--- config.mk ---
export PLATFORM = sky130hd
export DESIGN_NAME = adUnit
export DESIGN_NICKNAME = d
export VERILOG_FILES = /design/src/source/edpPkg.sv /design/src/source/adUnit.sv /design/src/source/adderSlice.sv
export SDC_FILE = /design/constraint.sdc
export NUM_CORES = 1
export LEC_CHECK = 0
export BUFFER_PORTS_ARGS = -buffer_cell sky130_fd_sc_hd__buf_2
export CORE_ASPECT_RATIO = 1.1
export CORE_UTILIZATION = 29
export DETAILED_ROUTE_END_ITERATION = 16
export PLACE_DENSITY_LB_ADDON = 0.25
export SLEW_MARGIN = 25
export SYNTH_ARGS = -nofsm -noshare
export SYNTH_HDL_FRONTEND = slang
export SYNTH_SLANG_ARGS = --single-unit
export TNS_END_PERCENT = 10
--- constraint.sdc ---
create_clock -name vclk -period 13.7
set_input_delay 2.74 -clock vclk [all_inputs]
set_output_delay 2.74 -clock vclk [all_outputs]
set_load 0.02 [all_outputs]
--- src/source/edpPkg.sv ---
package edpPkg;

  // Data path widths
  localparam int wordBits = 36;
  localparam int halfBits = 18;
  localparam int sliceBits = 6;

  // Fast memory geometry
  localparam int fmWords = 128;
  localparam int fmAddrBits = 7;

  // One word seen whole or as two halves
  typedef union packed {
    logic [0:wordBits-1] full;
    struct packed {
      logic [0:halfBits-1] left;
      logic [0:halfBits-1] right;
    } half;
  } tHalfWord;

  // Adder functions
  localparam logic [0:2] adAdd = 3'd0;
  localparam logic [0:2] adSub = 3'd1;
  localparam logic [0:2] adAnd = 3'd2;
  localparam logic [0:2] adOr = 3'd3;
  localparam logic [0:2] adXor = 3'd4;
  localparam logic [0:2] adPassA = 3'd5;
  localparam logic [0:2] adPassB = 3'd6;
  localparam logic [0:2] adOnes = 3'd7;

  // Adder A operand selects
  localparam logic [0:1] adaAr = 2'd0;
  localparam logic [0:1] adaArx = 2'd1;
  localparam logic [0:1] adaMq = 2'd2;
  localparam logic [0:1] adaPc = 2'd3;

  // Adder B operand selects
  localparam logic [0:1] adbFm = 2'd0;
  localparam logic [0:1] adbBrx2 = 2'd1;
  localparam logic [0:1] adbBr = 2'd2;
  localparam logic [0:1] adbArx4 = 2'd3;

  // AR and ARX sources
  localparam logic [0:2] srcArmm = 3'd0;
  localparam logic [0:2] srcCache = 3'd1;
  localparam logic [0:2] srcAd = 3'd2;
  localparam logic [0:2] srcEbus = 3'd3;
  localparam logic [0:2] srcShift = 3'd4;
  localparam logic [0:2] srcAdShl = 3'd5;
  localparam logic [0:2] srcMq = 3'd6;
  localparam logic [0:2] srcAdShr = 3'd7;

  // MQ universal shift register functions
  localparam logic [0:1] usrLoad = 2'd0;
  localparam logic [0:1] usrShl = 2'd1;
  localparam logic [0:1] usrShr = 2'd2;
  localparam logic [0:1] usrHold = 2'd3;

  // Diagnostic read sources
  localparam logic [0:2] diagAr = 3'd0;
  localparam logic [0:2] diagBr = 3'd1;
  localparam logic [0:2] diagMq = 3'd2;
  localparam logic [0:2] diagFm = 3'd3;
  localparam logic [0:2] diagBrx = 3'd4;
  localparam logic [0:2] diagArx = 3'd5;
  localparam logic [0:2] diagZero = 3'd6;
  localparam logic [0:2] diagAd = 3'd7;

endpackage
--- src/source/adUnit.sv ---
`timescale 1ns/100ps

module adUnit (
  input  logic [0:edpPkg::wordBits-1] ar,
  input  logic [0:edpPkg::wordBits-1] arx,
  input  logic [0:edpPkg::wordBits-1] mq,
  input  logic [0:edpPkg::wordBits-1] br,
  input  logic [0:edpPkg::wordBits-1] brx,
  input  logic [0:edpPkg::wordBits-1] fmData,
  input  logic [0:edpPkg::wordBits-1] pcIn,
  input  logic [0:1]                  adaSel,
  input  logic                        adaEn,
  input  logic [0:1]                  adbSel,
  input  logic [0:2]                  adFunc,
  input  logic                        adCarryIn,
  output logic [0:edpPkg::wordBits-1] ad,
  output logic                        adCarryOut,
  output logic                        adOverflow
);

  localparam int numSlices = edpPkg::wordBits / edpPkg::sliceBits;

  logic [0:edpPkg::wordBits-1] ada;
  logic [0:edpPkg::wordBits-1] adb;
  logic [0:numSlices-1]        sliceGen;
  logic [0:numSlices-1]        sliceProp;
  logic [0:numSlices-1]        sliceCarry;
  logic                        carryIn;
  logic                        isSub;
  logic                        grpGenLo, grpPropLo;
  logic                        grpGenHi, grpPropHi;
  logic                        carryIntoBit0;

  always_comb begin
    unique case (adaSel)
      edpPkg::adaAr:  ada = ar;
      edpPkg::adaArx: ada = arx;
      edpPkg::adaMq:  ada = mq;
      default:        ada = pcIn;
    endcase
    if (adaEn) ada = '0;
  end

  // Shifted forms pull low bits in from the extension register
  always_comb begin
    unique case (adbSel)
      edpPkg::adbFm:   adb = fmData;
      edpPkg::adbBrx2: adb = {br[1:35], brx[0]};
      edpPkg::adbBr:   adb = br;
      default:         adb = {ar[2:35], arx[0:1]};
    endcase
  end

  assign isSub = (adFunc == edpPkg::adSub);
  assign carryIn = isSub ? 1'b1 : adCarryIn;

  for (genvar i = 0; i < numSlices; i++) begin : genSlice
    adderSlice iSlice (
      .a       (ada[i*edpPkg::sliceBits +: edpPkg::sliceBits]),
      .b       (adb[i*edpPkg::sliceBits +: edpPkg::sliceBits]),
      .carryIn (sliceCarry[i]),
      .func    (adFunc),
      .f       (ad[i*edpPkg::sliceBits +: edpPkg::sliceBits]),
      .gen     (sliceGen[i]),
      .prop    (sliceProp[i])
    );
  end

  // First level, low group of slices 3 to 5
  assign sliceCarry[5] = carryIn;
  assign sliceCarry[4] = sliceGen[5] | (sliceProp[5] & carryIn);
  assign sliceCarry[3] = sliceGen[4] | (sliceProp[4] & sliceGen[5])
                       | (sliceProp[4] & sliceProp[5] & carryIn);
  assign grpGenLo = sliceGen[3] | (sliceProp[3] & sliceGen[4])
                  | (sliceProp[3] & sliceProp[4] & sliceGen[5]);
  assign grpPropLo = &sliceProp[3:5];

  // Second level carries into the high group
  assign sliceCarry[2] = grpGenLo | (grpPropLo & carryIn);
  assign sliceCarry[1] = sliceGen[2] | (sliceProp[2] & sliceCarry[2]);
  assign sliceCarry[0] = sliceGen[1] | (sliceProp[1] & sliceGen[2])
                       | (sliceProp[1] & sliceProp[2] & sliceCarry[2]);
  assign grpGenHi = sliceGen[0] | (sliceProp[0] & sliceGen[1])
                  | (sliceProp[0] & sliceProp[1] & sliceGen[2]);
  assign grpPropHi = &sliceProp[0:2];

  assign adCarryOut = grpGenHi | (grpPropHi & sliceCarry[2]);

  // Recover the carry into the sign bit from its sum
  assign carryIntoBit0 = ada[0] ^ adb[0] ^ isSub ^ ad[0];
  assign adOverflow = ((adFunc == edpPkg::adAdd) || isSub) & (carryIntoBit0 ^ adCarryOut);

endmodule

--- src/source/adderSlice.sv ---
`timescale 1ns/100ps

module adderSlice (
  input  logic [0:edpPkg::sliceBits-1] a,
  input  logic [0:edpPkg::sliceBits-1] b,
  input  logic                         carryIn,
  input  logic [0:2]                   func,
  output logic [0:edpPkg::sliceBits-1] f,
  output logic                         gen,
  output logic                         prop
);

  logic [0:edpPkg::sliceBits-1] bEff;
  logic [0:edpPkg::sliceBits]   sumFull;
  logic [0:edpPkg::sliceBits]   sumNoCarry;
  logic                         isArith;

  // Subtraction is A plus inverted B with carry in forced by adUnit
  assign bEff = (func == edpPkg::adSub) ? ~b : b;
  assign isArith = (func == edpPkg::adAdd) || (func == edpPkg::adSub);

  assign sumFull = {1'b0, a} + {1'b0, bEff} + carryIn;
  assign sumNoCarry = {1'b0, a} + {1'b0, bEff};

  always_comb begin
    unique case (func)
      edpPkg::adAdd, edpPkg::adSub: f = sumFull[1:edpPkg::sliceBits];
      edpPkg::adAnd:   f = a & b;
      edpPkg::adOr:    f = a | b;
      edpPkg::adXor:   f = a ^ b;
      edpPkg::adPassA: f = a;
      edpPkg::adPassB: f = b;
      default:         f = '1;
    endcase
  end

  // Slice carries out when it generates, or propagates an incoming carry
  assign gen = isArith & sumNoCarry[0];
  assign prop = isArith & (&(a ^ bEff));

endmodule

==> impl_metrics.py, run 1 <==
metrics = {
    "yosys": {
        "yosys.area.top_type": "mux4_2",
        "synth_warnings": 0,
        "yosysSeqAreaShare_pct": 0,
        "synth_top_area_share_pct": 23.21,
        "synthesis.nets": 1213,
        "synth_area_leaders": "mux4_2, ha_1, xor2_1",
        "ys_types": 55,
        "syn_area_mm2": 0.006988,
        "synthCells": 826,
        "syn_avg_cell_area_um2": 8.460,
    },
    "placement": {
        "dp_cells": 1358,
        "placed_cell_area_mm2": 0.008554,
        "io_buffers": 264,
        "detailed_place_hpwl_um": 19950,
        "place.gp.congestion": 0.8263,
    },
    "critical_path": {
        "crit_arrival_ns": 7.92,
        "setup.worst_path.class": "primary input to output pin",
        "cpMaxStageDelayCell": "mux4_2",
        "path_cells": "buf_2 > buf_4 > mux4_2 > xor2_1 > ha_1 > inv_1 > fa_1 > nor2b_1 > o31a_1 > o21ai_0 > a21oi_1 > or3_1 > ha_1 > o2111ai_1 > nor4b_2 > xnor3_1 > a221o_1 > xnor2_2 > xnor2_1 > nor2_1 > buf_2",
        "crit_required_ns": 10.96,
        "crit_start": "adbSel[1]",
        "crit_fanout": 19,
        "slowest_delay_ns": 0.62,
        "end_kind": "output pin",
        "start_kind": "primary input",
    },
    "clocking": {
        "cts_hold_buf": 0,
        "cts_resized": 0,
        "cts_setup_buffers": 0,
    },
    "global_route": {
        "grtUsageTotal_pct": 20.08,
        "grt_overflow_total": 0,
        "grt_max_degree": 51,
        "grt_pass1_vias": 7171,
        "grt_pass1_wl_um": 38630,
        "antenna_found_initial": 1,
    },
    "die": {
        "die-area_mm2": 0.02472,
        "ioPinCount": 299,
        "start_util_pct": 29.58,
        "core_mm2": 0.02362,
        "die_y_um": 164.8,
        "rows": 59,
        "die_x_um": 150.0,
    },
    "layout": {
        "seq_cell_count": 0,
        "multi_input_area_mm2": 0.006360,
        "nClkBuffers": 0,
        "nFillCells": 2519,
        "fin_nets": 1442,
        "area_delta_synth_final_pct": 22.42,
        "antenna_cells": 0,
        "fin_area_mm2": 0.008554,
        "register_area_um2": 0,
        "stdcell_count": 1358,
        "layout-drive-gt1-share_pct": 34.95,
    },
    "timing": {
        "hold_violations": 0,
        "min_period_over_period_pct": 77.83,
        "finalCriticalPeriod_ns": 10.66,
        "relSlewSlack_pct": 46.86,
        "setup_tns_ns": 0,
        "timing.fmax_mhz": 93.78,
        "setup_viol": 0,
        "drv_slew": 0,
        "tightest_slew_ns": 0.7971,
        "rsz0062_at_grt": "false",
        "fin_hold_ws_ns": 6.181,
    },
    "run_status": {
        "status": "finished, final reports clean",
    },
    "detailed_routing": {
        "dr.pass1.iters": 8,
        "drtIter0Drc": 295,
        "ant_nets": 0,
        "vias": 7266,
        "wl_per_cell_um": 18.83,
        "drc": 0,
        "wl_um": 25570,
        "routed_via_density": 5.351,
    },
    "power_and_ir_drop": {
        "p_int_uw": 195.7,
        "switching_share_pct": 55.95,
        "power_density_mw_per_mm2": 51.93,
        "seqPwrFrac_pct": 0,
        "switching_power_uw": 248.5,
        "ir_drop_mv": 0.02293,
        "leakage_nw": 4.216,
        "clock_power_share_pct": 0,
        "combPwrFrac_pct": 100.0,
    },
    "min_path": {
        "min_path_type": "primary input to output pin",
        "hold_start": "fmData[31]",
    },
    "run": {
        "maxCapViolations": 0,
    },
}
[routing by layer]
metal | vias to the layer above | part of all wire (%) | global-route usage, %
met2 | 265 | 50 | 38.22
li1 | 3510 | - | -
met5 | - | 0.051 | 0
met1 | 3468 | 43 | 25.20
met4 | 2 | 0.91 | 1.928
met3 | 21 | 5.8 | 1.492
[cells in the mapped netlist (23+ instances only)]
| cell type | n |
|---|---|
| nor2_1 | 23 |
| inv_1 | 97 |
| clkbuf_1 | 35 |
| o21ai_0 | 37 |
| nor2b_1 | 34 |
| o221ai_1 | 23 |
| xnor2_1 | 25 |
| nand2_1 | 105 |
| ha_1 | 120 |
| xor2_1 | 53 |
| mux4_2 | 72 |
| a222oi_1 | 27 |
[area by class of cell]
cell class,instances,share of cell area [%]
Inverter,97,4.256
Tap cell,305,4.461
Timing Repair Buffer,281,16.94
Multi-Input combinational cell,675,74.35
[path summary, 6_finish.rpt]
path          to  slack [ns]  cells after the start
max   adOverflow        3.04                     21
min       ad[31]        6.18                      5
[critical path: cells and delay by family]
kind	cells	cell delay, ns
buffers and inverters	4	1.25
AOI/OAI and AO/OA	5	0.98
adders and majority gates	3	0.85
and+or+nand+nor	4	0.75
xor gates and xnor gates	4	0.71
muxes	1	0.62
[metrics by stage]
| stage | power [mW] | util [%] | setup slack, ns |
|---|---|---|---|
| after detailed placement | 0.4454 | 36.21 | 2.925 |
| after CTS | 0.4486 | 36.21 | 2.919 |
| after global placement | 0.4426 | 36.21 | 3.020 |
| after floorplan | 0.3172 | - | 3.531 |
| final | 0.4442 | 36.21 | 3.037 |
| after global routing | 0.4958 | 36.21 | 2.617 |
[cell families after synthesis]
group / synth area share (%)
compound gates: 19.03
fa+ha+maj: 23.21
xor+xnor: 10.56
buf+inv: 9.132
simple gates: 14.86
mux: 23.21
[power by group through the flow]
stage	Sequential, mW	Combinational (mW)	Clock (mW)
finish	0	0.444	0
global route	0	0.496	0
CTS	0	0.449	0
detailed placement	0	0.445	0
global placement	0	0.443	0
floorplan	0	0.317	0
[placed cells by master, fill, tap and decap left out, drive strengths merged, types with 26 or more instances in the layout]
master  count
nand2     105
inv        97
nor2b      34
buf       281
xor2       54
xnor2      26
o21ai      37
a222oi     27
ha        120
mux4       72
No activity file was read; power rests on OpenSTA's default activity.
==> run 2: changes to the inputs <==
Clock period 13.7 ns to 10.29 ns, I/O delays scaled along.
==> impl_metrics.py, run 2 (synthesis gave the netlist of run 1 again) <==
metrics = {
    "timing": {
        "relSlewSlack_pct": 33.04,
        "rsz0062_at_grt": "false",
        "finalCriticalPeriod_ns": 8.993,
        "timing.fmax_mhz": 111.2,
        "tightest_slew_ns": 1.000,
        "min_period_over_period_pct": 87.39,
        "hold_violations": 0,
        "setup_viol": 0,
        "drv_slew": 0,
        "setup_tns_ns": 0,
    },
    "detailed_routing": {
        "vias": 7214,
        "drtIter0Drc": 418,
        "wl_um": 26110,
        "dr.pass1.iters": 8,
        "ant_nets": 0,
        "drc": 0,
        "routed_via_density": 5.289,
        "wl_per_cell_um": 19.14,
    },
    "power_and_ir_drop": {
        "clock_power_share_pct": 0,
        "p_total_uw": 596.0,
        "switching_power_uw": 333.0,
        "leakage_nw": 4.250,
        "combPwrFrac_pct": 100.0,
        "p_int_uw": 262.9,
        "switching_share_pct": 55.88,
        "seqPwrFrac_pct": 0,
        "ir_drop_mv": 0.02519,
        "power_density_mw_per_mm2": 69.20,
    },
    "clocking": {
        "cts_resized": 0,
        "cts_setup_buffers": 0,
        "cts_hold_buf": 0,
    },
    "placement": {
        "io_buffers": 264,
        "placed_cell_area_mm2": 0.008612,
        "detailed_place_hpwl_um": 20490,
        "place.gp.congestion": 0.8742,
    },
    "die": {
        "start_util_pct": 29.58,
        "die_y_um": 164.8,
        "die_x_um": 150.0,
        "core_mm2": 0.02362,
        "die-area_mm2": 0.02472,
        "ioPinCount": 299,
        "rows": 59,
    },
    "min_path": {
        "min_path_type": "primary input to output pin",
    },
    "critical_path": {
        "crit_arrival_ns": 6.93,
        "crit_required_ns": 8.23,
        "crit_fanout": 11,
        "start_kind": "primary input",
        "setup.worst_path.class": "primary input to output pin",
        "end_kind": "output pin",
    },
    "global_route": {
        "grt_pass1_wl_um": 39160,
        "grt_overflow_total": 0,
        "antenna_found_initial": 0,
        "grtUsageTotal_pct": 20.44,
        "grt_max_degree": 42,
        "grt_pass1_vias": 7095,
    },
    "layout": {
        "fin_area_mm2": 0.008612,
        "final_cell_mix": "buf_2, ha_1, nand2_1",
        "seq_cell_count": 0,
        "layout_commonest_cell": "buf_2",
        "register_area_um2": 0,
        "antenna_cells": 0,
        "nClkBuffers": 0,
        "layout-drive-gt1-share_pct": 35.32,
        "fin_nets": 1448,
        "area_delta_synth_final_pct": 23.24,
        "nFillCells": 2538,
    },
    "run_status": {
        "status": "finished, final reports clean",
    },
    "run": {
        "maxCapViolations": 0,
    },
}
## run 2: cell count changes in the layout (fill, tap and decap cells not counted)
cell / before / now
buf_4: 17 / 22
buf_12: 0 / 1
## run 2: worst paths after layout
path                  start         end  cells after the start
setup / recovery  adFunc[0]  adOverflow                     20
hold / removal    adFunc[0]      ad[12]                      5
## run 2: worst max-delay path, stage by stage
cell and delay (ns):
buf_2 0.12, nor3b_2 0.81, buf_4 0.37, xor2_1 0.21, inv_1 0.08, fa_1 0.42
nor2b_1 0.17, o2111ai_1 0.13, a211o_1 0.36, a31oi_1 0.18, or3_1 0.21, ha_1 0.22
o2111ai_1 0.14, nor4b_2 0.27, xnor3_1 0.26, a221o_1 0.35, xnor2_2 0.15, xnor2_1 0.12
nor2_1 0.10, buf_2 0.18
## run 2: layer usage
metal	vias to the layer above	share of wire (%)	global-route usage, %
li1	3518	-	-
met1	3460	44	25.72
met2	220	51	38.74
met3	16	4.5	1.519
met4	0	0.98	2.158
met5	-	0	0
## run 2: power by group through the flow
stage / clock [mW] / sequential [mW] / combinational, mW
finish: 0 / 0 / 0.596
global route: 0 / 0 / 0.665
CTS: 0 / 0 / 0.602
detailed placement: 0 / 0 / 0.598
global placement: 0 / 0 / 0.593
floorplan: 0 / 0 / 0.422
## run 2: final cells by class
cell class / instances / area (um^2) / area share [%]
multi-input combinational: 675 / 6360 / 73.85
timing repair buffer: 287 / 1506 / 17.49
tap: 305 / 381.6 / 4.431
inverter: 97 / 364.1 / 4.228
## run 2: stage by stage
step	util [%]	hold slack (ns)	cells	worst slack, ns
global route	36.46	4.839	1364	0.9112
floorplan	-	4.396	826	1.485
finish	36.46	4.794	1364	1.297
global placement	36.46	4.799	1364	1.199
CTS	36.46	4.794	1364	1.154
detailed placement	36.46	4.793	1364	1.153
==> run 3: changes to the inputs <==
Settings changed: CELL_PAD_IN_SITES_DETAIL_PLACEMENT from default to 0, CELL_PAD_IN_SITES_GLOBAL_PLACEMENT from default to 1.
==> impl_metrics.py, run 3 (synthesis gave the netlist of run 1 again) <==
metrics = {
    "placement": {
        "detailed_place_hpwl_um": 20540,
        "dp_slack_ns": 1.161,
        "placed_cell_area_mm2": 0.008602,
        "io_buffers": 264,
        "dp_cells": 1361,
        "place.gp.congestion": 0.8192,
    },
    "timing": {
        "setup_viol": 0,
        "hold_violations": 0,
        "fin_hold_ws_ns": 4.809,
        "fin_ws_ns": 1.194,
        "timing.fmax_mhz": 109.9,
        "rsz0062_at_grt": "false",
        "finalCriticalPeriod_ns": 9.096,
        "tightest_slew_ns": 0.9367,
        "drv_slew": 0,
        "relSlewSlack_pct": 37.32,
        "setup_tns_ns": 0,
        "min_period_over_period_pct": 88.39,
    },
    "die": {
        "rows": 59,
        "core_mm2": 0.02362,
        "die_y_um": 164.8,
        "die-area_mm2": 0.02472,
        "die_x_um": 150.0,
        "ioPinCount": 299,
        "start_util_pct": 29.58,
    },
    "layout": {
        "final_cell_mix": "buf_2, ha_1, nand2_1",
        "area_delta_synth_final_pct": 23.10,
        "fin_nets": 1445,
        "layout-drive-gt1-share_pct": 35.13,
        "seq_cell_count": 0,
        "fin_area_mm2": 0.008602,
        "antenna_cells": 0,
        "register_area_um2": 0,
        "stdcell_count": 1361,
        "layout_commonest_cell": "buf_2",
        "nClkBuffers": 0,
    },
    "global_route": {
        "grt_pass1_wl_um": 40960,
        "grt_overflow_total": 0,
        "grt_max_degree": 51,
        "antenna_found_initial": 0,
        "grtUsageTotal_pct": 21.33,
        "grt_pass1_vias": 7350,
    },
    "critical_path": {
        "crit_fanout": 12,
        "start_kind": "primary input",
        "crit_arrival_ns": 7.04,
        "end_kind": "output pin",
        "setup.worst_path.class": "primary input to output pin",
        "crit_required_ns": 8.23,
    },
    "power_and_ir_drop": {
        "switching_share_pct": 56.09,
        "seqPwrFrac_pct": 0,
        "leakage_nw": 4.241,
        "clock_power_share_pct": 0,
        "ir_drop_mv": 0.02764,
        "combPwrFrac_pct": 100.0,
        "switching_power_uw": 335.3,
        "p_int_uw": 262.5,
        "power_density_mw_per_mm2": 69.49,
    },
    "detailed_routing": {
        "ant_nets": 0,
        "wl_per_cell_um": 19.64,
        "dr.pass1.iters": 9,
        "drc": 0,
        "wl_um": 26730,
        "drtIter0Drc": 460,
        "routed_via_density": 5.335,
        "vias": 7261,
    },
    "min_path": {
        "whs_path_depth": 5,
        "hold_start": "fmData[19]",
        "holdPathEnd": "ad[19]",
        "min_path_type": "primary input to output pin",
    },
    "clocking": {
        "cts_setup_buffers": 0,
        "cts_hold_buf": 0,
        "cts_resized": 0,
    },
    "run_status": {
        "status": "finished, final reports clean",
    },
    "run": {
        "maxCapViolations": 0,
    },
}
run 3: how the worst max path moves through the flow:
| stage | from | end | slack, ns | cells past startpoint |
|---|---|---|---|---|
| 3_3_place_gp | adFunc[2] | adOverflow | 1.18 | 20 |
| 6_report | adFunc[2] | adOverflow | 1.19 | 20 |
| 4_1_cts | adFunc[2] | adOverflow | 1.15 | 19 |
| 5_1_grt | adFunc[2] | adOverflow | 0.85 | 19 |
| 2_1_floorplan | adbSel[1] | adOverflow | 1.48 | 20 |
| 3_5_place_dp | adFunc[2] | adOverflow | 1.16 | 20 |
run 3: power groups by stage:
stage          clock network [mW]  registers (mW)  logic (mW)
4_1_cts                         0               0       0.603
6_report                        0               0       0.598
3_3_place_gp                    0               0       0.597
2_1_floorplan                   0               0       0.422
5_1_grt                         0               0       0.669
3_5_place_dp                    0               0       0.599
run 3: area by class of cell:
| class | instances | area [um^2] |
|---|---|---|
| fillers | 2549 | 15020 |
| inverters | 97 | 364.1 |
| multi-input cells | 675 | 6360 |
| well taps | 305 | 381.6 |
| repair buffers | 284 | 1496 |
run 3: metrics by stage:
stage | utilization [%] | total power [mW]
after detailed placement | 36.41 | 0.5987
after global routing | 36.41 | 0.6688
final | 36.41 | 0.5978
after CTS | 36.41 | 0.6030
after global placement | 36.41 | 0.5966
after floorplan | - | 0.4224
run 3: critical path, stage by stage:
cell and delay, ns:
buf_2 0.23, nor3b_2 0.76, buf_4 0.32, xor2_1 0.19
inv_1 0.08, fa_1 0.43, nor2b_1 0.19, o2111ai_1 0.14
a211o_1 0.37, a31oi_1 0.21, or3_1 0.22, ha_1 0.23
o2111ai_1 0.14, nor4b_2 0.26, xnor3_1 0.26, a221o_1 0.36
xnor2_2 0.16, xnor2_1 0.12, nor2_1 0.12, buf_2 0.19
run 3: layer usage:
layer | share of wire, % | track usage (%) | vias up
met5 | 0 | 0 | -
met4 | 0.95 | 2.525 | 0
met3 | 4.2 | 0.8011 | 18
met2 | 52 | 40.82 | 224
met1 | 43 | 26.90 | 3506
li1 | - | - | 3513
